==> config.mk <==
export PLATFORM = sky130hd
export DESIGN_NAME = rv_data_mem
export DESIGN_NICKNAME = d
export VERILOG_FILES = /design/src/rv_pkg.sv /design/src/rv_data_mem.sv
export SDC_FILE = /design/constraint.sdc
export NUM_CORES = 2
export LEC_CHECK = 0
export BUFFER_PORTS_ARGS = -buffer_cell sky130_fd_sc_hd__buf_2
export CAP_MARGIN = 20
export CELL_PAD_IN_SITES_DETAIL_PLACEMENT = 0
export CELL_PAD_IN_SITES_GLOBAL_PLACEMENT = 1
export CORE_UTILIZATION = 53
export DETAILED_ROUTE_END_ITERATION = 8
export PLACE_DENSITY_LB_ADDON = 0.3
export SLEW_MARGIN = 20
export SYNTH_ARGS = -nofsm -noshare
export SYNTH_HDL_FRONTEND = slang
export SYNTH_SLANG_ARGS = --single-unit
==> constraint.sdc <==
create_clock -name clk -period 3.5 [get_ports clk]
set_input_delay 0.525 -clock clk [delete_from_list [all_inputs] [get_ports clk]]
set_output_delay 0.525 -clock clk [all_outputs]
set_load 0.02 [all_outputs]
==> src/rv_pkg.sv <==
package rv_pkg;

    localparam int xlen = 32;
    localparam int dmem_words = 64;

    typedef logic [xlen-1:0] word_t;          // data, address or instruction
    typedef logic [4:0] reg_addr_t;
    typedef logic [6:0] opcode_t;
    typedef logic [3:0] alu_ctrl_t;
    typedef logic [2:0] imm_sel_t;
    typedef logic [1:0] result_sel_t;
    typedef logic [1:0] pc_sel_t;
    typedef logic [1:0] alu_op_t;             // decoder internal op class
    typedef logic [$clog2(dmem_words)-1:0] dmem_addr_t;

    // major opcodes of the supported subset
    localparam opcode_t op_load   = 7'b0000011;
    localparam opcode_t op_store  = 7'b0100011;
    localparam opcode_t op_reg    = 7'b0110011;
    localparam opcode_t op_branch = 7'b1100011;
    localparam opcode_t op_imm    = 7'b0010011;
    localparam opcode_t op_jal    = 7'b1101111;
    localparam opcode_t op_jalr   = 7'b1100111;
    localparam opcode_t op_lui    = 7'b0110111;

    localparam alu_ctrl_t alu_add  = 4'd0;
    localparam alu_ctrl_t alu_sub  = 4'd1;
    localparam alu_ctrl_t alu_and  = 4'd2;
    localparam alu_ctrl_t alu_or   = 4'd3;
    localparam alu_ctrl_t alu_slt  = 4'd4;
    localparam alu_ctrl_t alu_xor  = 4'd5;
    localparam alu_ctrl_t alu_sltu = 4'd6;
    localparam alu_ctrl_t alu_sll  = 4'd7;
    localparam alu_ctrl_t alu_srl  = 4'd8;
    localparam alu_ctrl_t alu_sra  = 4'd9;

    localparam alu_op_t aluop_add    = 2'd0;
    localparam alu_op_t aluop_sub    = 2'd1;
    localparam alu_op_t aluop_func   = 2'd2;  // decode funct3/funct7
    localparam alu_op_t aluop_branch = 2'd3;

    localparam imm_sel_t imm_i = 3'd0;
    localparam imm_sel_t imm_s = 3'd1;
    localparam imm_sel_t imm_b = 3'd2;
    localparam imm_sel_t imm_j = 3'd3;
    localparam imm_sel_t imm_u = 3'd4;

    localparam result_sel_t res_alu = 2'd0;
    localparam result_sel_t res_mem = 2'd1;
    localparam result_sel_t res_pc4 = 2'd2;
    localparam result_sel_t res_imm = 2'd3;

    localparam pc_sel_t pc_plus4  = 2'd0;
    localparam pc_sel_t pc_branch = 2'd1;     // pc + imm
    localparam pc_sel_t pc_jalr   = 2'd2;     // rs1 + imm, bit 0 cleared

endpackage

==> src/rv_data_mem.sv <==
`timescale 1ns/1ps

module rv_data_mem (
    input  logic               clk,
    input  logic               reset,
    input  rv_pkg::dmem_addr_t addr,
    input  logic               we,
    input  rv_pkg::word_t      wdata,
    output rv_pkg::word_t      rdata
);

    rv_pkg::word_t mem [rv_pkg::dmem_words];

    always_ff @(posedge clk) begin
        if (reset) begin
            for (int i = 0; i < rv_pkg::dmem_words; i++) begin
                mem[i] <= '0;
            end
        end else if (we) begin
            mem[addr] <= wdata;                  // whole word only
        end
    end

    assign rdata = mem[addr];                    // async read

endmodule

# == Word-level counts from Yosys, hierarchy flattened ==
# Memories as Yosys holds them, arrays and structs flattened.
# Index checks and enable logic that the tools add are counted.
# word_totals
register_bits,0
ram_bits,2048
input_bits,41
output_inout_bits,32
word_cells,10
n_memories,1
# mem_list
memory,depth,word_bits,rd,rd_ports_with_merged_regs,write_ports,line_no,text
mem,64,32,1,0,64,rv_data_mem.sv:12,rv_pkg::word_t mem [rv_pkg::dmem_words];
# classes
n_mux,8
n_reduce_logical,1
# ops
op,n
2-to-1 mux 32 bit,1
OR reduction 32 bit,1
2-to-1 mux 1 bit,6
2-to-1 mux 6 bit,1

# == Longest topological paths before layout ==
# depth
ltp_word,5
depth_mapped,11
mapped_depth_nobuf,6

# == Worst setup path after synthesis ==
# Ideal clock, no wire load.
# synth_path
kind,input port to output port
start,input port addr[2]
end,output port rdata[1]
arrival_ps,2462
t_required_ps,2975
slack_ps,513
cell_stages,9
path_buffers,5
cell_sequence,buf_6 > buf_6 > buf_6 > buf_2 > buf_1 > mux4_2 > mux2i_1 > o22ai_1 > or4_1
# synth_between
elab_chain_cells,1
# synth_rtl
element,line_no,text
"start, declared",rv_data_mem.sv:6,"input rv_pkg::dmem_addr_t addr,"
memory read (64 x 32 bit),n/a,
"end, declared",rv_data_mem.sv:9,output rv_pkg::word_t rdata
# Every way passes these cells.

# == Final worst setup path ==
# layout_path
start,input port addr[0]
end,output port rdata[9]
# Same word-level chain as after synthesis.

==> reports/metrics.cfg <==
[clock_network]
numCtsBuffers = 206
clkSinkCount = 2048
cts_hold_buf = 0
cts_tree = yes
cts_root_buf = clkbuf_16
clk_pin_slew_ns = 0.06
htree_levels = 4
clockBufferDepth = 3

[grt]
grt.total_usage = 0.354
grt_pass1_wl_mm = 444
antenna_found_initial = 31
grt_max_degree = 65
grt_pass1_vias = 60700
overflow = 0

[detailed_routing]
ant_nets = 0
post_drt_wl_per_cell_um = 32.1
drc_errors = 0
via_per_inst = 6.45
num_vias = 63000
first_iter_violations = 9088
drt_pass1_iterations = 6
wl_mm = 314

[floorplanning]
die_h_um = 420
num_io_pins = 73
core_um2 = 174000
start_util = 0.534
die_area_um2 = 177000
die_w_um = 420
rows = 153

[critical_path]
endpoint = rdata[9]
worstPathRequired_ns = 2.97
crit_type = in2out
cp_max_fo = 11
start_kind = input port
critical_path_arrival_ns = 3.13
crit_start = addr[0]
crit_path_end_kind = output pin

[synthesis]
yosysSeqAreaShare = 0.663
synth-xor-area-share = 0
ys_types = 57
synthesis.nets = 7011
yosysWarnings = 0
synth_ff_type = edfxtp_1
synth_top_cell_area_share = 0.663
netlist_area_um2 = 92800
avgSynthCellArea_um2 = 13.3
netlist_top_cells_area = edfxtp_1, and2_1, a22oi_1
yosys.area_share.simple = 0.164
synth_seq_cells = 2048
async_flop_share = 0
synth_top_area_cell = edfxtp_1
synth_mux_area_frac = 0.0369
syn_inst = 6970
synthAdderAreaFrac = 0
synth_edf_count = 2048
synth_top_family_by_area = simple AND/OR/NAND/NOR gates
synth_compound_area_frac = 0.103

[timing]
setup_ws_ns = -0.157
max_freq_mhz = 273
period_needed_ns = 3.66
rsz0062_at_grt = yes
drv_slew = 0
hold_viol = 0
setup_viol = 15
tightest_slew_ns = 1.15
slew_headroom = 0.234
min_period_over_period = 1.04
finalSetupTns_ns = -1.02

[final_layout]
area_growth_pct = 17.0
top_regs = mem x2048
fin_area_um2 = 109000
nets = 7309
regMostFlops = mem
n_fill_cell = 13200
largest_reg_flops = 2048
drive_gt1_frac = 0.229

[placed_design]
io_buffers = 72
hpwl_mm = 201
place_area_um2 = 100000
routabilityCongestion = 0.995

[job]
cap_violations = 0

[run_status]
violations = negative setup slack
outcome = finished with violations

[min_path]
hold_path_depth = 2
hp-class = in2reg

[power]
p_per_area_nw_per_um2 = 507
vdd_drop_max_uv = 567
p_leak_nw = 38.5

-- power by group --
part,switching [mW],total [mW],internal (mW)
Combinational,3.60,5.44,1.84
Clock,9.53,21.0,11.5
Sequential,0.400,28.6,28.2
Total,13.5,55.0,41.5
-- metal layers --
metal  track usage  share of wire  vias to the layer above
met1         0.478           0.37                    31900
met4         0.178          0.056                       16
met3        0.0749           0.11                      805
met2         0.542           0.46                     4012
met5             0        0.00031                        -
li1              -              -                    26300
-- cell usage after synthesis, types with 5 or more instances --
cell type	count
a21oi_1	136
buf_2	90
o22ai_1	162
a22o_1	21
a221oi_1	291
o221ai_1	18
a22oi_1	374
nor2_2	18
mux2i_1	152
mux2_2	101
a211oi_1	26
nor4_1	16
buf_1	85
clkbuf_1	566
nor2b_1	6
nor3_1	43
nand2_1	80
a31oi_1	8
and2_1	2051
buf_6	11
and3_1	5
edfxtp_1	2048
mux4_2	34
or3_1	16
nor2_1	180
o21ai_0	170
buf_4	18
or4_1	16
nand3_1	7
o31ai_1	13
a221o_1	41
o211ai_1	40
or2_2	83
-- final cells by class --
class	count	area (um^2)	share of cell area
Multi-Input combinational cell	4149	30100	0.277
Inverter	3	21.3	0.000196
Antenna cell	17	42.5	0.000392
Clock inverter	124	837	0.00771
Tap cell	2325	2910	0.0268
Sequential cell	2048	61500	0.566
Clock buffer	251	5410	0.0498
Timing Repair Buffer	860	7810	0.0719
-- logic make-up after synthesis --
| group | count (synthesis) |
|---|---|
| multiplexers | 287 |
| flip-flops | 2048 |
| buffers and inverters | 773 |
| AND/OR/NAND/NOR | 2536 |
| AO/OA/AOI/OAI | 1326 |
-- cell usage in the layout, fill, tap and decap left out, types with 18 or more instances in the layout --
cell and n:
o21ai_2 19, clkinv_1 67, edfxtp_1 2048, nor2_2 61, a22oi_2 49, o21ai_1 48, a221oi_1 219, o211ai_1 40
buf_12 79, buf_6 35, o22ai_2 28, mux2i_1 145, a22o_1 21, clkbuf_16 213, o221ai_1 18, mux4_2 34
and2_1 2049, clkbuf_1 41, a221oi_2 69, o22ai_1 132, nor2_1 135, a21oi_1 111, buf_2 49, or2_2 83
clkinv_2 39, nor3_1 34, a21oi_2 25, a221o_1 41, a22oi_1 325, mux2_2 98, nand2_1 79, buf_4 676
o21ai_0 99
-- stage by stage --
stage	utilization	total power, mW	instances	setup WS (ns)	hold WS, ns
final	0.625	55.0	9777	-0.157	0.135
after global routing	0.625	56.2	9762	-0.196	0.108
after CTS	0.619	54.8	9752	-0.180	0.0782
after detailed placement	0.575	34.0	9371	-0.871	0.984
after global placement	0.575	33.9	9370	-0.902	0.976
after floorplan	-	31.3	6970	0.513	0.984
-- critical path: stages --
cell	delay (ns)
buf_16	0.14
nor2b_4	0.20
buf_12	0.16
buf_4	0.17
buf_6	0.16
nand2_1	0.06
o21ai_0	0.14
a221oi_2	0.35
buf_4	0.18
o21ai_0	0.10
buf_4	0.21
buf_4	0.13
or3_1	0.36
buf_2	0.19
-- worst min-delay path by stage --
stage              start           to  slack [ns]
6_report       wdata[29]  mem[55][29]        0.13
3_3_place_gp   wdata[29]  mem[49][29]        0.98
4_1_cts        wdata[29]  mem[55][29]        0.08
5_1_grt        wdata[29]  mem[15][29]        0.11
3_5_place_dp   wdata[29]  mem[55][29]        0.98
2_1_floorplan  wdata[31]   mem[2][31]        0.98
-- timing repair --
item                                    4_1_cts  5_1_grt
setup buffers                                 8       10
hold endpoints to repair                      0        0
gates cloned                                  4        3
pin swaps                                    61       57
resized for setup                           300      170
endpoints found under the setup margin       31       32
(Power assumes the default switching activity.)
