File: src/rv_pkg.sv
package rv_pkg;

    localparam int xlen = 32;
    localparam int dmem_words = 64;

    typedef logic [xlen-1:0] word_t;          // data, address or instruction
    typedef logic [4:0] reg_addr_t;
    typedef logic [6:0] opcode_t;
    typedef logic [3:0] alu_ctrl_t;
    typedef logic [2:0] imm_sel_t;
    typedef logic [1:0] result_sel_t;
    typedef logic [1:0] pc_sel_t;
    typedef logic [1:0] alu_op_t;             // decoder internal op class
    typedef logic [$clog2(dmem_words)-1:0] dmem_addr_t;

    // major opcodes of the supported subset
    localparam opcode_t op_load   = 7'b0000011;
    localparam opcode_t op_store  = 7'b0100011;
    localparam opcode_t op_reg    = 7'b0110011;
    localparam opcode_t op_branch = 7'b1100011;
    localparam opcode_t op_imm    = 7'b0010011;
    localparam opcode_t op_jal    = 7'b1101111;
    localparam opcode_t op_jalr   = 7'b1100111;
    localparam opcode_t op_lui    = 7'b0110111;

    localparam alu_ctrl_t alu_add  = 4'd0;
    localparam alu_ctrl_t alu_sub  = 4'd1;
    localparam alu_ctrl_t alu_and  = 4'd2;
    localparam alu_ctrl_t alu_or   = 4'd3;
    localparam alu_ctrl_t alu_slt  = 4'd4;
    localparam alu_ctrl_t alu_xor  = 4'd5;
    localparam alu_ctrl_t alu_sltu = 4'd6;
    localparam alu_ctrl_t alu_sll  = 4'd7;
    localparam alu_ctrl_t alu_srl  = 4'd8;
    localparam alu_ctrl_t alu_sra  = 4'd9;

    localparam alu_op_t aluop_add    = 2'd0;
    localparam alu_op_t aluop_sub    = 2'd1;
    localparam alu_op_t aluop_func   = 2'd2;  // decode funct3/funct7
    localparam alu_op_t aluop_branch = 2'd3;

    localparam imm_sel_t imm_i = 3'd0;
    localparam imm_sel_t imm_s = 3'd1;
    localparam imm_sel_t imm_b = 3'd2;
    localparam imm_sel_t imm_j = 3'd3;
    localparam imm_sel_t imm_u = 3'd4;

    localparam result_sel_t res_alu = 2'd0;
    localparam result_sel_t res_mem = 2'd1;
    localparam result_sel_t res_pc4 = 2'd2;
    localparam result_sel_t res_imm = 2'd3;

    localparam pc_sel_t pc_plus4  = 2'd0;
    localparam pc_sel_t pc_branch = 2'd1;     // pc + imm
    localparam pc_sel_t pc_jalr   = 2'd2;     // rs1 + imm, bit 0 cleared

endpackage

File: src/rv_alu.sv
`timescale 1ns/1ps

module rv_alu (
    input  rv_pkg::word_t     a,
    input  rv_pkg::word_t     b,
    input  rv_pkg::alu_ctrl_t alu_control,
    output rv_pkg::word_t     result,
    output logic              zero
);

    logic [4:0] shamt;
    logic       lt_signed;
    logic       lt_unsigned;

    assign shamt       = b[4:0];
    assign lt_signed   = ($signed(a) < $signed(b));
    assign lt_unsigned = (a < b);

    always_comb begin
        case (alu_control)
            rv_pkg::alu_add:  result = a + b;
            rv_pkg::alu_sub:  result = a - b;
            rv_pkg::alu_and:  result = a & b;
            rv_pkg::alu_or:   result = a | b;
            rv_pkg::alu_xor:  result = a ^ b;
            rv_pkg::alu_slt:  result = {31'b0, lt_signed};
            rv_pkg::alu_sltu: result = {31'b0, lt_unsigned};
            rv_pkg::alu_sll:  result = a << shamt;
            rv_pkg::alu_srl:  result = a >> shamt;
            rv_pkg::alu_sra:  result = $unsigned($signed(a) >>> shamt);  // sign fill
            default:          result = '0;
        endcase
    end

    assign zero = (result == '0);

endmodule

File: config.mk
export PLATFORM = sky130hd
export DESIGN_NAME = rv_alu
export DESIGN_NICKNAME = d
export VERILOG_FILES = /design/src/rv_pkg.sv /design/src/rv_alu.sv
export SDC_FILE = /design/constraint.sdc
export NUM_CORES = 1
export LEC_CHECK = 0
export ABC_AREA = 1
export BUFFER_PORTS_ARGS = -buffer_cell sky130_fd_sc_hd__buf_2
export CORE_UTILIZATION = 58
export DETAILED_ROUTE_END_ITERATION = 10
export GPL_TIMING_DRIVEN = 0
export PLACE_DENSITY = 0.81
export SYNTH_ARGS = -nofsm -noshare
export SYNTH_HDL_FRONTEND = slang
export SYNTH_SLANG_ARGS = --single-unit
File: constraint.sdc
create_clock -name vclk -period 2.4
set_input_delay 0.12 -clock vclk [all_inputs]
set_output_delay 0.12 -clock vclk [all_outputs]
set_load 0.01 [all_outputs]
==> impl_metrics.tcl, run 1 <==
set metrics [dict create \
    stop_stage "global routing (5_1_grt)" \
    synth_xor_area_frac 0.000838 \
    grt_pass1_vias 16700 \
    gp_congestion 1.22 \
    yosysTopAreaCell "nand2_1" \
    synthAdderAreaFrac 0.120 \
    numPortBuffers 101 \
    die_height_um 136 \
    error_line "[ERROR GRT-0116] Global routing finished with congestion. Check the congestion regions in the DRC Viewer." \
    grt_first_pass_wirelength_um 94500 \
    ys_types 43 \
    yosysTopAreaCellShare 0.282 \
    grt_max_degree 12 \
    grt_use_total 0.679 \
    syn_area_per_cell_sq_um 4.77 \
    yosysWarnings 0 \
    synth_seq_area_share 0 \
    synth_top_family_by_area "simple AND/OR/NAND/NOR gates" \
    synth_nets 2360 \
    ioPinCount 101 \
    hpwl_um 43100 \
    muxShareOfSynthArea 0 \
    grt.overflow.total 8 \
    die_w_um 136 \
    dp_slack_ns -1.13 \
    synth_area_leaders "nand2_1, nand3_1, ha_1, inv_1, nor2_1" \
    synth_cells 2193 \
    initial_utilization 0.598 \
    outcome "aborted with a tool error" \
    synth-simple-area-share 0.615 \
    syn_area_sq_um 10500 \
    synth_compound_area_frac 0.102 \
    postCtsHoldBufs 0 \
    rows 48 \
]
[routing by layer]
metal	GRT usage	overflow
met5	0.0833	0
met4	0.646	2
met3	0.434	0
met2	0.903	5
met1	0.708	1
[metrics by stage]
step,instance area [sq um],cells,setup TNS [ns],util,hold slack (ns)
after global placement,11300,2519,-11.36,0.648,0.798
after detailed placement,11300,2519,-11.94,0.648,0.793
after CTS,12700,2571,-0.510,0.729,0.759
after floorplan,10500,2193,0,-,0.421
[cell usage after synthesis (4+ instances only)]
cell and instances:
a21oi_1 88, and2_1 8, buf_1 9, buf_2 51, buf_4 11, buf_6 6, clkbuf_1 12, clkinv_1 5
ha_1 97, inv_1 303, inv_2 11, nand2_1 786, nand2_2 30, nand3_1 402, nand3_2 5, nand3b_1 5
nand4_1 25, nor2_1 177, nor2_2 11, nor3_1 23, o211ai_1 12, o21ai_0 39, o21ai_1 15, o21bai_1 4
o221ai_1 5, o22ai_1 23
[cell families after synthesis]
| logic type | after synthesis |
|---|---|
| AND/OR/NAND/NOR | 1489 |
| adder cells (fa/ha/maj) | 99 |
| XOR/XNOR | 1 |
| AO/OA/AOI/OAI | 192 |
| buffers and inverters | 412 |
[repair_timing]
action / 4_1_cts
endpoints found under the hold margin: 0
pin swaps: 69
buffers inserted: 54
gates resized for setup: 293
setup endpoints to repair: 32
==> run 2: changes to the inputs <==
CORE_UTILIZATION = 40   (was 58)
PLACE_DENSITY = not set   (was 0.81)
PLACE_DENSITY_LB_ADDON = 0.15   (was not set)
clock period = 3.1 ns   (was 2.4 ns; I/O delays follow)
==> run 2 against run 1 <==
The flow now finishes, with violations (setup timing). Area after synthesis unchanged. Synthesized cell count unchanged.
==> impl_metrics.tcl, run 2 <==
set metrics [dict create \
    num_vias 15700 \
    yosysTopAreaCell "nand2_1" \
    place_inst 2624 \
    routedWlPerCell_um 22.8 \
    final_cells 2662 \
    whs_ns 0.852 \
    tightestPinTransition_ns 0.893 \
    relSlewSlack 0.405 \
    nFlopsAndLatches 0 \
    multi_input_area_sq_um 9490 \
    crit_path_max_incr_delay_ns 0.40 \
    worstSetupPathType "input port to primary output" \
    ioPinCount 101 \
    drc_errors 0 \
    ys_types 43 \
    grt_first_pass_wirelength_um 87200 \
    ant_nets 0 \
    p_leak_nw 7.21 \
    power_mw 2.40 \
    die_area_sq_um 26800 \
    die_w_um 164 \
    finalWorstSetupSlack_ns -0.0193 \
    critPathSlowestCell "buf_1" \
    final_common_cell "nand2_1" \
    drt_first_pass_iters 7 \
    dp_slack_ns -1.17 \
    grt_max_degree 12 \
    ir_worst_vdd_uv 100 \
    synth_nets 2360 \
    numPortBuffers 101 \
    crit_required_ns 2.94 \
    fin_crit_sh 1.01 \
    drt_iter0_drc 1964 \
    syn_area_sq_um 10500 \
    drive_gt1_frac 0.192 \
    synth_seq_area_share 0 \
    critPathMaxFanout 10 \
    cp-end-kind "primary output" \
    postCtsHoldBufs 0 \
    cap_violations 0 \
    area_delta_synth_final_pct 20.6 \
    synth.most_common_cell "nand2_1" \
    ff_latch_area_sq_um 0 \
    initial_utilization 0.412 \
    finish.net_count 2501 \
    grt_use_total 0.443 \
    failed_checks "setup timing" \
    power.density_nw_per_um2 190 \
    synth_cells 2193 \
    num-fill-cells 2989 \
    layout_common_cells "nand2_1, nand3_1, inv_1" \
    synth_common_cells "nand2_1, nand3_1, inv_1" \
    outcome "finished, violations left" \
    routed_wirelength_um 60700 \
    fmax_mhz 321 \
    antenna_found_initial 0 \
    die_height_um 164 \
    post_drt_via_cell_ratio 5.89 \
    setup_viol_count_final 1 \
    rows 58 \
    syn_area_per_cell_sq_um 4.77 \
    diodes 0 \
    nClkBuffers 0 \
    yosysWarnings 0 \
    final-hold-violation-count 0 \
    worst_setup_path_start_kind "input port" \
    synth_area_leaders "nand2_1, nand3_1, ha_1, inv_1, nor2_1" \
    arrival_ns 2.96 \
    report.final.slew_viol_count 0 \
    yosysTopAreaCellShare 0.282 \
    cp_common_cell "nand3_1" \
    grt.overflow.total 0 \
    critical_path.cell_chain "buf_6 > inv_2 > buf_6 > buf_4 > buf_1 > nand3_1 > nand2_1 > nand3_1 > nand3_1 > nor2_1 > nand3_2 > nor2_2 > nand2_2 > nor2_4 > nand2_4 > nor2_1 > buf_2" \
    finalSetupTns_ns -0.0193 \
    gp_congestion 1.04 \
    fin_crit_ns 3.12 \
    min_path_type "input port to primary output" \
    hpwl_um 50300 \
    grt_pass1_vias 14600 \
    coreArea_sq_um 25400 \
]
## run 2: cell families after synthesis
kind of cell,Yosys count,synth area share
compound gates,192,0.102
xor+xnor,1,0.000838
fa+ha+maj,99,0.120
buf+inv,412,0.163
simple gates,1489,0.615
## run 2: stage by stage
step / area, sq um / utilization
after floorplan: 10500 / -
after global placement: 11400 / 0.448
after detailed placement: 11400 / 0.448
after CTS: 11900 / 0.467
after global routing: 12600 / 0.497
final: 12600 / 0.497
## run 2: layer usage
| metal | wire, um | vias up | track usage |
|---|---|---|---|
| met5 | 0 | - | 0 |
| met4 | 5030 | 0 | 0.301 |
| met3 | 5730 | 246 | 0.0586 |
| li1 | - | 7272 | - |
| met2 | 27500 | 1005 | 0.747 |
| met1 | 22400 | 7166 | 0.521 |
## run 2: power breakdown
group / internal (mW) / switching, mW
clock: 0 / 0
combinational: 0.740 / 1.66
sequential: 0 / 0
total: 0.740 / 1.66
## run 2: worst max-delay path: cells and delay by family
kind	cells	cell delay, ns
AND/OR/NAND/NOR	11	1.81
buffers and inverters	6	1.00
## run 2: cell type report
| cell class | count | share of cell area |
|---|---|---|
| multi-input cells | 1781 | 0.752 |
| plain buffers | 87 | 0.0473 |
| well taps | 330 | 0.0327 |
| repair buffers | 143 | 0.0702 |
| inverters | 321 | 0.0975 |
## run 2: final timing paths
kind              slack, ns           start        end  depth (start not counted)
setup / recovery      -0.02            b[2]       zero                         17
hold / removal         0.85  alu_control[0]  result[0]                          5
## run 2: what timing repair did
item                                    in CTS  in global routing
gates resized for setup                     99                167
endpoints found under the hold margin        0                  0
buffers inserted                            17                 23
cloned                                       1                  1
pin swaps                                   22                 39
endpoints found under the setup margin      28                  1
No activity file was read; power rests on OpenSTA's default activity.
