--- src/rv_pkg.sv ---
package rv_pkg;

    localparam int xlen = 32;
    localparam int dmem_words = 64;

    typedef logic [xlen-1:0] word_t;          // data, address or instruction
    typedef logic [4:0] reg_addr_t;
    typedef logic [6:0] opcode_t;
    typedef logic [3:0] alu_ctrl_t;
    typedef logic [2:0] imm_sel_t;
    typedef logic [1:0] result_sel_t;
    typedef logic [1:0] pc_sel_t;
    typedef logic [1:0] alu_op_t;             // decoder internal op class
    typedef logic [$clog2(dmem_words)-1:0] dmem_addr_t;

    // major opcodes of the supported subset
    localparam opcode_t op_load   = 7'b0000011;
    localparam opcode_t op_store  = 7'b0100011;
    localparam opcode_t op_reg    = 7'b0110011;
    localparam opcode_t op_branch = 7'b1100011;
    localparam opcode_t op_imm    = 7'b0010011;
    localparam opcode_t op_jal    = 7'b1101111;
    localparam opcode_t op_jalr   = 7'b1100111;
    localparam opcode_t op_lui    = 7'b0110111;

    localparam alu_ctrl_t alu_add  = 4'd0;
    localparam alu_ctrl_t alu_sub  = 4'd1;
    localparam alu_ctrl_t alu_and  = 4'd2;
    localparam alu_ctrl_t alu_or   = 4'd3;
    localparam alu_ctrl_t alu_slt  = 4'd4;
    localparam alu_ctrl_t alu_xor  = 4'd5;
    localparam alu_ctrl_t alu_sltu = 4'd6;
    localparam alu_ctrl_t alu_sll  = 4'd7;
    localparam alu_ctrl_t alu_srl  = 4'd8;
    localparam alu_ctrl_t alu_sra  = 4'd9;

    localparam alu_op_t aluop_add    = 2'd0;
    localparam alu_op_t aluop_sub    = 2'd1;
    localparam alu_op_t aluop_func   = 2'd2;  // decode funct3/funct7
    localparam alu_op_t aluop_branch = 2'd3;

    localparam imm_sel_t imm_i = 3'd0;
    localparam imm_sel_t imm_s = 3'd1;
    localparam imm_sel_t imm_b = 3'd2;
    localparam imm_sel_t imm_j = 3'd3;
    localparam imm_sel_t imm_u = 3'd4;

    localparam result_sel_t res_alu = 2'd0;
    localparam result_sel_t res_mem = 2'd1;
    localparam result_sel_t res_pc4 = 2'd2;
    localparam result_sel_t res_imm = 2'd3;

    localparam pc_sel_t pc_plus4  = 2'd0;
    localparam pc_sel_t pc_branch = 2'd1;     // pc + imm
    localparam pc_sel_t pc_jalr   = 2'd2;     // rs1 + imm, bit 0 cleared

endpackage

--- src/rv_regfile.sv ---
`timescale 1ns/1ps

module rv_regfile (
    input  logic              clk,
    input  logic              reset,
    input  rv_pkg::reg_addr_t rs1,
    input  rv_pkg::reg_addr_t rs2,
    input  rv_pkg::reg_addr_t rd,
    input  logic              we,
    input  rv_pkg::word_t     wdata,
    output rv_pkg::word_t     rdata1,
    output rv_pkg::word_t     rdata2
);

    rv_pkg::word_t regs [32];

    always_ff @(posedge clk) begin
        if (reset) begin
            for (int i = 0; i < 32; i++) begin
                regs[i] <= '0;
            end
        end else if (we && (rd != 5'd0)) begin   // x0 stays zero
            regs[rd] <= wdata;
        end
    end

    // asynchronous reads
    assign rdata1 = regs[rs1];
    assign rdata2 = regs[rs2];

endmodule

--- config.mk ---
export PLATFORM = sky130hd
export DESIGN_NAME = rv_regfile
export DESIGN_NICKNAME = d
export VERILOG_FILES = /design/src/rv_pkg.sv /design/src/rv_regfile.sv
export SDC_FILE = /design/constraint.sdc
export NUM_CORES = 2
export LEC_CHECK = 0
export BUFFER_PORTS_ARGS = -buffer_cell sky130_fd_sc_hd__buf_2
export CORE_ASPECT_RATIO = 0.9
export CORE_UTILIZATION = 45
export CTS_BUF_LIST = sky130_fd_sc_hd__clkbuf_4 sky130_fd_sc_hd__clkbuf_8
export DETAILED_ROUTE_END_ITERATION = 8
export GPL_ROUTABILITY_DRIVEN = 0
export HOLD_SLACK_MARGIN = 0.03
export PLACE_DENSITY_LB_ADDON = 0.1
export SETUP_SLACK_MARGIN = 0.4
export SLEW_MARGIN = 20
export SYNTH_ARGS = -nofsm -noshare
export SYNTH_HDL_FRONTEND = slang
export SYNTH_SLANG_ARGS = --single-unit
export TNS_END_PERCENT = 10
--- constraint.sdc ---
create_clock -name clk -period 5.2 [get_ports clk]
set_input_delay 1.56 -clock clk [delete_from_list [all_inputs] [get_ports clk]]
set_output_delay 1.56 -clock clk [all_outputs]
set_load 0.02 [all_outputs]
* After elaboration in Yosys (flattened, before gate mapping)
Memories as Yosys holds them, arrays and structs flattened.
Cells that the tools add are included.
** Cells by class
- Add/sub/neg operators :: 0
- Multipliers :: 0
- Divide/modulo/power cells :: 0
- Magnitude comparators :: 0
- Eq/ne operators :: 0
- Shift operators :: 0
- Mux-type cells :: 8
- Bitwise logic cells :: 0
- Reductions and logical operators :: 3
** Operators by type and width (count)
- $mux W32 :: 1
- $reduce_or A32 Y1 :: 1
- $mux W1 :: 6
- $mux W5 :: 1
- $reduce_bool A5 Y1 :: 1
- $logic_and A1 B1 Y1 :: 1
** Storage, ports and cells
- Register bits after elaboration :: 0
- Bits in latches :: 0
- RAM bits :: 1024
- Memory bits (read-only) :: 0
- Input port bits :: 50
- Output and inout port bits :: 64
- Memories kept :: 1
** Memories
- regs :: depth 32, width 32, read ports 2, clocked after Yosys merged registers in 0, wr ports 32, line rv_regfile.sv:15 : rv_pkg::word_t regs [32];

* Longest topological paths before layout
- Word-level depth :: 7
- Mapped depth :: 8
- Depth with buffers taken out :: 5

* Least setup slack after synthesis
Ideal clock, no wire load.
- Kind :: in2out
- Start point :: input rs2[1]
- End point :: output rdata2[25]
- Arrival :: 2829 ps
- Data required time :: 3640 ps
- Path slack :: 811 ps
- Stages on the path :: 8
- Path buffers :: 4
- Path through :: buf_2 buf_4 buf_4 buf_6 mux2i_1 a22oi_1 a31oi_1 nand3_1
** On the way
- Cells in the longest elaborated chain, start to end :: 1
** RTL lines
- start: declaration :: line rv_regfile.sv:7 : input rv_pkg::reg_addr_t rs2,
- $mem_v2 Z32 W32
- end: declaration :: line rv_regfile.sv:12 : output rv_pkg::word_t rdata2
Every way passes these cells.

* Worst setup path in the final report
- Start point :: input rs1[2]
- End point :: output rdata1[2]
** On the way
- Cells in the longest elaborated chain, start to end :: 1
** RTL lines
- start: declaration :: line rv_regfile.sv:6 : input rv_pkg::reg_addr_t rs1,
- $mem_v2 Z32 W32
- end: declaration :: line rv_regfile.sv:11 : output rv_pkg::word_t rdata1,
Every way passes these cells.

==> metrics.md <==
| Metric | Value |
|---|---|
| Data arrival time of the critical path | ~3.4 ns |
| FF+latch count, synth | 1024 |
| Core area | 0.123 mm2 |
| Share of layout cells above drive strength 1 | 16.4% |
| Hold WS | 1.09 ns |
| Startpoint types | primary input |
| DRC Markers | 0 |
| Site row count | 122 |
| # port buffers | 113 |
| Top flop regs | regs x1024 |
| Die Height | 336 um |
| CP max stage delay | 0.32 ns |
| First-pass GRT wire length | between 200000 and 300000 um |
| First-pass DRT Iterations | 6 |
| Slowest stage cell on the critical path | buf_12 |
| CP bufs+invs | 3 |
| DP HPWL | 116000 um |
| Effective utilization at floorplan | 45.4% |
| Initial DRC Count | 4890 |
| Unique masters post-synth | 29 |
| Initial antenna violation count | 21 |
| Worst Setup SP | rs1[2] |
| Vias in the first global route | 39159 |
| Final Worst Setup Slack | 0.289 ns |
| Via count | roughly 40000 |
| Power Dens Cells | 308 mW/mm2 |
| Simple-gate share of the synthesized area | 15.7% |
| Worst-path cell chain | buf_2 > nor2b_4 > buf_12 > a22o_1 > nor3_1 > a31oi_1 > nand3_1 > buf_2 |
| Final setup vio count | 0 |
| Post-CTS Hold Buffers | 0 |
| Seq/Total Area, Yosys | 55.0% |
| DR WL/cell | 31.6 um |
| H-tree Lvls | 4 |
| CP max FO | 42 |
| CTS tree | done |
| Crit path depth | 8 |
| Die ar. | approximately 0.13 mm2 |
| GRT overflow | 0 |
| Worst vdd ir | 0.281 mV |
| CP Capture Point | rdata1[2] |
| I/O pins | 114 |
| Fmax achieved | 0.204 GHz |
| Least-Margin Pin Slew | 1.10 ns |
| Final core occ | 52.3% |
| Tot GR Track Use | 32.2% |
| Avg Vias per Cell | 6.13 |
| Max Slew Vio Count | 0 |
| Asr flop ratio synth | 0% |
| Crit. End Element | output port |
| Top_reg_cell synth | edfxtp_1 |
| Pin count of the biggest net entering global routing | 54 |
| Pre-CTS setup slack | between 0.15 and 0.2 ns |
| Fin nets | 4825 |
| RSZ-0062 raised after global routing | yes |
| Post-synthesis compound-gate area fraction | 7.02% |
| Post-synth design cell area | 0.0559 mm2 |
| Clk slew on worst S/H paths | 0.06 ns |
| Mux cell area share after synthesis | 18.3% |
| XOR/XNOR Fraction of Synth Area | 0% |
| Most frequent cell on the critical path | buf_2 |
| Max reg flops | approximately 1000 |
| Synth Area in Adders | 0% |
| Leak | around 25 nW |
| Largest family of logic cells by synthesized area | multiplexers |
| Clock tree buffer depth | 3 |
| Post-layout min period | 4.91 ns |
| Hold Vio Cnt, Final | 0 |
| Synth Instances | 4605 |
| Ys Warns | 0 |
| Status | finished, final reports clean |
| Setup_tns | 0 ns |
| Clock Sinks | around 1000 |
| Tot Pwr | 19.8 mW |
| Min-delay worst type | in -> reg |
| Syn Area/Cell | around 12 um2 |
| Die span in x | 374 um |
| Fin crit share | 94.4% |
| # fillers | about 11000 |
| Final wirelength | 206000 um |
| Req. time, crit path | 3.64 ns |
| Top delay family on crit path | buffers and inverters |
| Post-synth EDFFs | ~1000 |
| Max Cap Viol | 0 |
| Worst relative slew slack | 26.7% |
| Biggest register | regs |
| Area delta synth->final | 15.1% |
| Antenna-violating nets left | 0 |
| CP Class | in -> out |
| TritonCTS Buffers | 180 |
| Root buf cell | clkbuf_8 |
[cell usage in the layout, fill, tap and decap left out, types with 12 or more instances in the layout]
| cell | instances |
|---|---|
| edfxtp_1 | 1024 |
| mux2i_1 | 1023 |
| and2_1 | 992 |
| nand2_1 | 194 |
| a22oi_1 | 192 |
| a21oi_1 | 192 |
| nand3_1 | 186 |
| clkbuf_8 | 182 |
| buf_4 | 168 |
| a22o_1 | 127 |
| buf_2 | 106 |
| buf_12 | 80 |
| clkbuf_4 | 64 |
| nor3_1 | 49 |
| a31oi_1 | 40 |
| clkinv_1 | 38 |
| nor2_4 | 33 |
| or2_2 | 33 |
| conb_1 | 32 |
| buf_16 | 22 |
| a31oi_2 | 21 |
| nor3_2 | 13 |
| clkinv_2 | 12 |
| buf_6 | 12 |
[final cells by class]
class / instances / area (um2) / share of cell area (%)
diodes: 7 / 17.5 / 0.0272
clock buffers: 246 / 2990 / 4.64
clock inverters: 64 / 387 / 0.601
multi-input cells: 3166 / 23600 / 36.7
flip-flops and latches: 1024 / 30700 / 47.8
well taps: 1612 / 2020 / 3.14
repair buffers: 403 / 4530 / 7.05
[power breakdown]
part / switching, mW / leakage, nW / internal [mW] / total [mW]
Sequential: 0.239 / 9.75 / 9.54 / 9.78
Clock: 3.47 / 1.77 / 3.83 / 7.30
Combinational: 1.72 / 13.9 / 1.00 / 2.72
[stage by stage]
stage / instance area, um2 / std cells
finish: 64300 / 6522
global route: 64300 / 6519
CTS: 63800 / 6499
detailed placement: 59600 / 6159
global placement: 59600 / 6159
floorplan: 56000 / 4636
[cell usage after synthesis, types with 3 or more instances]
| cell type | number | area share [%] |
|---|---|---|
| nand2_1 | 196 | 1.3 |
| nor2_2 | 7 | 0.078 |
| clkbuf_2 | 9 | 0.081 |
| edfxtp_1 | 1024 | 55 |
| a31oi_1 | 64 | 0.72 |
| buf_4 | 63 | 0.85 |
| nand3b_1 | 3 | 0.040 |
| clkbuf_1 | 218 | 1.5 |
| nor2b_1 | 5 | 0.056 |
| a21oi_1 | 192 | 1.7 |
| a22oi_1 | 192 | 2.6 |
| nand3_1 | 193 | 1.7 |
| nor2_4 | 7 | 0.14 |
| buf_1 | 24 | 0.16 |
| nor2_1 | 21 | 0.14 |
| a22o_1 | 128 | 2.0 |
| or2_2 | 33 | 0.37 |
| clkbuf_4 | 7 | 0.094 |
| nand2b_1 | 5 | 0.056 |
| mux2i_1 | 1024 | 18 |
| and2_1 | 994 | 11 |
| buf_6 | 12 | 0.24 |
| buf_2 | 113 | 1.0 |
| nor3_1 | 64 | 0.57 |
[worst min-delay path by stage]
stage,start,to,depth (start not counted)
after floorplan,wdata[31],regs[1][31],1
after global placement,reset,regs[0][26],1
after detailed placement,reset,regs[0][26],1
after CTS,reset,regs[0][24],1
after global routing,reset,regs[0][26],1
final,reset,regs[0][28],1
[layer usage]
metal	vias to the layer above	wire length, um	GRT usage (%)
li1	17217	-	-
met1	20186	88300	45.4
met2	2147	90000	48.6
met3	442	20700	6.76
met4	6	7280	12.1
met5	-	35	0
[repair_timing]
item,4_1_cts,5_1_grt
gates resized for setup,61,40
endpoints found under the setup margin,63,61
setup buffers,20,9
pin swaps,7,6
cloned,10,7
[logic make-up after synthesis]
family / after synthesis
and+or+nand+nor: 1534
other: 1
buffers and inverters: 446
muxes: 1024
DFF: 1024
AOI/OAI and AO/OA: 576
(Power assumes the default switching activity.)
