`config.mk`:
```
export PLATFORM = sky130hd
export DESIGN_NAME = rv_controller
export DESIGN_NICKNAME = d
export VERILOG_FILES = /design/src/rv_pkg.sv /design/src/rv_controller.sv
export SDC_FILE = /design/constraint.sdc
export NUM_CORES = 1
export LEC_CHECK = 0
export BUFFER_PORTS_ARGS = -buffer_cell sky130_fd_sc_hd__buf_2
export CORE_AREA = 2 2 39 41
export DETAILED_ROUTE_END_ITERATION = 8
export DIE_AREA = 0 0 41 43
export GPL_TIMING_DRIVEN = 0
export PLACE_DENSITY_LB_ADDON = 0.08
export SLEW_MARGIN = 20
export SYNTH_ARGS = -nofsm -noshare
export SYNTH_HDL_FRONTEND = slang
export SYNTH_SLANG_ARGS = --single-unit
```
`constraint.sdc`:
```
create_clock -name vclk -period 1.61
set_clock_uncertainty 0.2 [all_clocks]
set_input_delay 0.0805 -clock vclk [all_inputs]
set_output_delay 0.0805 -clock vclk [all_outputs]
set_load 0.005 [all_outputs]
```
`src/rv_pkg.sv`:
```
package rv_pkg;

    localparam int xlen = 32;
    localparam int dmem_words = 64;

    typedef logic [xlen-1:0] word_t;          // data, address or instruction
    typedef logic [4:0] reg_addr_t;
    typedef logic [6:0] opcode_t;
    typedef logic [3:0] alu_ctrl_t;
    typedef logic [2:0] imm_sel_t;
    typedef logic [1:0] result_sel_t;
    typedef logic [1:0] pc_sel_t;
    typedef logic [1:0] alu_op_t;             // decoder internal op class
    typedef logic [$clog2(dmem_words)-1:0] dmem_addr_t;

    // major opcodes of the supported subset
    localparam opcode_t op_load   = 7'b0000011;
    localparam opcode_t op_store  = 7'b0100011;
    localparam opcode_t op_reg    = 7'b0110011;
    localparam opcode_t op_branch = 7'b1100011;
    localparam opcode_t op_imm    = 7'b0010011;
    localparam opcode_t op_jal    = 7'b1101111;
    localparam opcode_t op_jalr   = 7'b1100111;
    localparam opcode_t op_lui    = 7'b0110111;

    localparam alu_ctrl_t alu_add  = 4'd0;
    localparam alu_ctrl_t alu_sub  = 4'd1;
    localparam alu_ctrl_t alu_and  = 4'd2;
    localparam alu_ctrl_t alu_or   = 4'd3;
    localparam alu_ctrl_t alu_slt  = 4'd4;
    localparam alu_ctrl_t alu_xor  = 4'd5;
    localparam alu_ctrl_t alu_sltu = 4'd6;
    localparam alu_ctrl_t alu_sll  = 4'd7;
    localparam alu_ctrl_t alu_srl  = 4'd8;
    localparam alu_ctrl_t alu_sra  = 4'd9;

    localparam alu_op_t aluop_add    = 2'd0;
    localparam alu_op_t aluop_sub    = 2'd1;
    localparam alu_op_t aluop_func   = 2'd2;  // decode funct3/funct7
    localparam alu_op_t aluop_branch = 2'd3;

    localparam imm_sel_t imm_i = 3'd0;
    localparam imm_sel_t imm_s = 3'd1;
    localparam imm_sel_t imm_b = 3'd2;
    localparam imm_sel_t imm_j = 3'd3;
    localparam imm_sel_t imm_u = 3'd4;

    localparam result_sel_t res_alu = 2'd0;
    localparam result_sel_t res_mem = 2'd1;
    localparam result_sel_t res_pc4 = 2'd2;
    localparam result_sel_t res_imm = 2'd3;

    localparam pc_sel_t pc_plus4  = 2'd0;
    localparam pc_sel_t pc_branch = 2'd1;     // pc + imm
    localparam pc_sel_t pc_jalr   = 2'd2;     // rs1 + imm, bit 0 cleared

endpackage

```
`src/rv_controller.sv`:
```
`timescale 1ns/1ps

module rv_controller (
    input  rv_pkg::opcode_t     opcode,
    input  logic [2:0]          funct3,
    input  logic [6:0]          funct7,
    input  logic                alu_zero,
    output logic                alu_src,
    output logic                memwrite,
    output logic                regwrite,
    output rv_pkg::alu_ctrl_t   alu_control,
    output rv_pkg::pc_sel_t     pc_src,
    output rv_pkg::imm_sel_t    imm_sel,
    output rv_pkg::result_sel_t result_src
);

    rv_pkg::alu_op_t alu_op;
    logic            is_reg;
    logic            alt_funct;   // funct7 marks sub / sra

    assign is_reg    = (opcode == rv_pkg::op_reg);
    assign alt_funct = (funct7 == 7'b0100000);

    always_comb begin
        alu_src    = 1'b0;
        memwrite   = 1'b0;
        regwrite   = 1'b0;
        imm_sel    = rv_pkg::imm_i;
        result_src = rv_pkg::res_alu;
        pc_src     = rv_pkg::pc_plus4;
        alu_op     = rv_pkg::aluop_add;
        case (opcode)
            rv_pkg::op_load: begin
                regwrite   = 1'b1;
                alu_src    = 1'b1;                 // address = rs1 + imm
                result_src = rv_pkg::res_mem;
            end
            rv_pkg::op_store: begin
                imm_sel  = rv_pkg::imm_s;
                alu_src  = 1'b1;
                memwrite = 1'b1;
            end
            rv_pkg::op_reg: begin
                regwrite = 1'b1;
                alu_op   = rv_pkg::aluop_func;
            end
            rv_pkg::op_imm: begin
                regwrite = 1'b1;
                alu_src  = 1'b1;
                alu_op   = rv_pkg::aluop_func;
            end
            rv_pkg::op_branch: begin
                imm_sel = rv_pkg::imm_b;
                alu_op  = rv_pkg::aluop_branch;
                // zero flag meaning depends on the compare used
                case (funct3)
                    3'b000:         pc_src = alu_zero ? rv_pkg::pc_branch : rv_pkg::pc_plus4;
                    3'b001:         pc_src = alu_zero ? rv_pkg::pc_plus4 : rv_pkg::pc_branch;
                    3'b100, 3'b110: pc_src = alu_zero ? rv_pkg::pc_plus4 : rv_pkg::pc_branch;
                    3'b101, 3'b111: pc_src = alu_zero ? rv_pkg::pc_branch : rv_pkg::pc_plus4;
                    default:        pc_src = rv_pkg::pc_plus4;
                endcase
            end
            rv_pkg::op_jal: begin
                regwrite   = 1'b1;
                imm_sel    = rv_pkg::imm_j;
                result_src = rv_pkg::res_pc4;
                pc_src     = rv_pkg::pc_branch;
            end
            rv_pkg::op_jalr: begin
                regwrite   = 1'b1;
                result_src = rv_pkg::res_pc4;
                pc_src     = rv_pkg::pc_jalr;
            end
            rv_pkg::op_lui: begin
                regwrite   = 1'b1;
                imm_sel    = rv_pkg::imm_u;
                result_src = rv_pkg::res_imm;
            end
            default: ;                             // unknown, no writes
        endcase
    end

    always_comb begin
        alu_control = rv_pkg::alu_add;
        case (alu_op)
            rv_pkg::aluop_add: alu_control = rv_pkg::alu_add;
            rv_pkg::aluop_sub: alu_control = rv_pkg::alu_sub;
            rv_pkg::aluop_func: begin
                case (funct3)
                    3'b000: alu_control = (is_reg && alt_funct) ? rv_pkg::alu_sub
                                                                : rv_pkg::alu_add;
                    3'b001: alu_control = rv_pkg::alu_sll;
                    3'b010: alu_control = rv_pkg::alu_slt;
                    3'b011: alu_control = rv_pkg::alu_sltu;
                    3'b100: alu_control = rv_pkg::alu_xor;
                    3'b101: alu_control = alt_funct ? rv_pkg::alu_sra : rv_pkg::alu_srl;
                    3'b110: alu_control = rv_pkg::alu_or;
                    default: alu_control = rv_pkg::alu_and;
                endcase
            end
            default: begin
                case (funct3)
                    3'b100, 3'b101: alu_control = rv_pkg::alu_slt;   // blt / bge
                    3'b110, 3'b111: alu_control = rv_pkg::alu_sltu;  // bltu / bgeu
                    default:        alu_control = rv_pkg::alu_xor;   // beq / bne
                endcase
            end
        endcase
    end

endmodule

```
---- Word-level counts from Yosys, hierarchy flattened ----
Cells that the tools add are included.
operators by class
  reductions and logical operators ........ 11
  muxes and demuxes ....................... 15
  equal/unequal tests ..................... 18
operators with widths
  operator                                                                count
  7-bit by 6-bit equality test with 1-bit output (second input constant)  4
  4-bit case mux with 7 select lines                                      1
  7-bit equality test (second input constant)                             3
  3-bit equality test (second input constant)                             4
  2-bit case mux with 3 select lines                                      2
  3-bit case mux with 4 select lines                                      1
  4-bit case mux with 3 select lines                                      1
  3-bit OR reduction                                                      3
  2-bit case mux with 2 select lines                                      2
  2-bit OR reduction                                                      4
  7-bit by 2-bit equality test with 1-bit output (second input constant)  1
  7-bit by 5-bit equality test with 1-bit output (second input constant)  1
  1-bit two-way mux                                                       7
  3-bit by 2-bit equality test with 1-bit output (second input constant)  2
  6-bit OR reduction                                                      1
  3-bit by 1-bit equality test with 1-bit output (second input constant)  1
  3-bit zero test                                                         1
  2-bit by 1-bit equality test with 1-bit output (second input constant)  1
  2-bit equality test (second input constant)                             1
  2-bit zero test                                                         1
  1-bit case mux with 2 select lines                                      1
  1-bit logical AND                                                       1
word-level totals
  register bits ........................... 0
  input bits .............................. 18
  output and inout port bits .............. 14

---- Logic depth before layout (Yosys ltp) ----
  depth after elaboration ................. 5
  mapped depth ............................ 4

---- Worst setup path after synthesis ----
No wires, ideal clock.
  path type ............................... in2out
  start point ............................. in opcode[3]
  end point ............................... out memwrite
  buffers on the path ..................... 1
  slack ................................... 0.524 ns
  data required time ...................... 1.329 ns
  arrival ................................. 0.806 ns
  stages .................................. 3
  path through ............................ buf_6 -> or3_4 -> nor4b_4
between the ends
  cells in the longest elaborated chain, start to end .. 2
RTL lines
  element                                         RTL line             RTL
  from (decl)                                     rv_controller.sv:4   input rv_pkg::opcode_t opcode,
  7-bit by 6-bit equality test with 1-bit output  rv_controller.sv:32  case (opcode)
  1-bit two-way mux                               rv_controller.sv:32
  to (decl)                                       rv_controller.sv:9   output logic memwrite,
No other way between the ends.

---- Final worst setup path ----
  start point ............................. in funct3[2]
  end point ............................... out alu_control[2]
between the ends
  cells in the longest elaborated chain, start to end .. 3
RTL lines
  element                                            RTL line             RTL
  from (decl)                                        rv_controller.sv:5   input logic [2:0] funct3,
  3-bit equality test, or another cell as far along  rv_controller.sv:90  case (funct3)
  4-bit case mux with 7 select lines *               rv_controller.sv:90
  4-bit case mux with 3 select lines *               rv_controller.sv:86  case (alu_op)
  to (decl)                                          rv_controller.sv:11  output rv_pkg::alu_ctrl_t alu_control,
Every way passes the cells marked *; elsewhere a longest branch is shown, timed or not.

==> impl_metrics.csv <==
group,metric,value,unit
sta,finalSetupViolCount,0,
setup_path,cp_max_fo,10,
yosys,synth_fa_ha_area_frac,0,
yosys,yosysWarnings,0,
setup_path,critPathRequiredTime,1.33,ns
layout,drive_above_1_share,0.462,
grt,grt_max_degree,11,
run,cap_viol_max_count,0,
layout,instances_no_fill,107,
yosys,synthCells,60,
setup_path,arrival,1.00,ns
routing,post_drt_via_cell_ratio,5.06,
yosys,syn_area_per_cell,7.22,sq um
routing,final_antenna_net_count,0,
pwr,cellPowerDensity,180,nW/um^2
min_path,hp-start,"opcode[3]",
placed_design,dp_cells,107,
yosys,synth_top_family_by_area,"simple AND/OR/NAND/NOR gates",
layout,final_nets,111,
min_path,hold_class,"input pin to output pin",
pwr,vdd_drop_max,0.0595,mV
layout,seqCellArea,0,sq um
die,initial_core_util,0.313,
sta,grt_setup_unrepaired,"false",
die,die_area,1760,sq um
grt,track_usage,0.132,
routing,wire_per_inst,10.7,microns
yosys,synth_area,433,sq um
die,die_h,43,microns
yosys,synth-xor-area-share,0.0405,
sta,hold_viol_final,0,
layout,fin_area,608,sq um
placed_design,dpl_cell_area,608,sq um
clocking,cts-resized-gates,0,
setup_path,worst-setup-path-type,"input pin to output pin",
die,pin_count,32,
sta,slew_headroom,0.822,
grt,grt_pass1_vias,399,
routing,drc_errors,0,
min_path,holdPathStages,3,
setup_path,crit_path_start_kind,"input pin",
routing,drt-initial-drc-count,4,
layout,area.growth.synth_to_final,40.5,%
layout,layout_common_cells,"32 x buf_2, 6 x nor2_1, 4 x nor3_1, 4 x a21oi_1",
yosys,yosys.area_share.simple,0.618,
grt,grt_overflow_total,0,
setup_path,startpoint,"funct3[2]",
clocking,hold_buffers,0,
pwr,leakagePower,0.289,nW
die,row_count,14,
placed_design,dp_hpwl,905,microns
grt,antenna_found_initial,0,
grt,grt_pass1_wl,1750,microns
yosys,syn_nets,78,
setup_path,crit_path_end_kind,"output pin",
placed_design,port_buffers,31,
sta,fin_crit,1.28,ns
sta,worstMarginPinSlew,0.263,ns
routing,finalWirelength,1150,microns
sta,fmax,779,MHz
placed_design,place.gp.congestion,0.671,
pwr,power.total,109,uW
yosys,synthDistinctLibCells,37,
layout,seq_cells,0,
yosys,synth_compound_area_frac,0.179,
sta,fin_setup_tns,0,ns
die,fp.dieW,41,microns
layout,clock_buffers,0,
sta,finalCritPeriodShare,0.797,
layout,mostFrequentLayoutCell,"buf_2",
routing,vias,541,
sta,maxSlewViolCount,0,
layout,antenna_cells,0,
routing,dr.pass1.iters,4,
outcome,status,"completed",
clocking,post_cts_buffers,0,
yosys,ys_seq_area_frac,0,
die,core_area,1380,sq um
yosys,synth_mux_area_frac,0.0462,
-- worst max-delay path, cell delays in order --
cell and delay (ns):
buf_2 0.11, buf_6 0.13, or3_1 0.36, a31oi_1 0.16, nor2_1 0.05, buf_2 0.12
-- cells by family after synthesis --
family / after synthesis
muxes: 2
buffers and inverters: 6
xor gates and xnor gates: 2
AOI/OAI and AO/OA: 12
and+or+nand+nor: 38
-- cell usage after synthesis, types with 2 or more instances --
cell	instances	area (sq um)
nor4bb_1	3	30.0
o21ai_0	3	15.0
mux2i_1	2	20.0
nand2_1	3	11.3
nor3b_1	2	15.0
and2_1	2	12.5
buf_6	3	33.8
nand3_1	2	10.0
nor3_1	4	20.0
nor2_1	6	22.5
a21oi_1	4	20.0
-- final timing paths --
check	to	slack, ns
setup / recovery	alu_control[2]	0.33
hold / removal	pc_src[1]	0.23
-- report_power, final --
part	internal (mW)	leakage, nW	switching [mW]
clock network	0	0	0
registers	0	0	0
logic	0.0537	0.289	0.0556
-- metrics by stage --
stage,utilization,hold WS [ns],setup slack (ns)
2_1_floorplan,-,0.0591,0.524
3_3_place_gp,0.439,0.231,0.318
6_report,0.439,0.230,0.326
5_1_grt,0.439,0.255,0.239
4_1_cts,0.439,0.232,0.313
3_5_place_dp,0.439,0.230,0.316
-- area by class of cell --
cell class,count,area (sq um)
tap,16,20.0
multi-input combinational,54,383
inverter,1,3.75
timing repair buffer,31,155
fill,165,776
buffer,5,46.3
-- per-layer routing --
layer  track usage  share of wire  vias up
met3             0          0.066        0
met1         0.203           0.48      233
met4             0              0        0
met2         0.213           0.46       19
li1              -              -      289
met5             0              0        -
(Power assumes the default switching activity.)
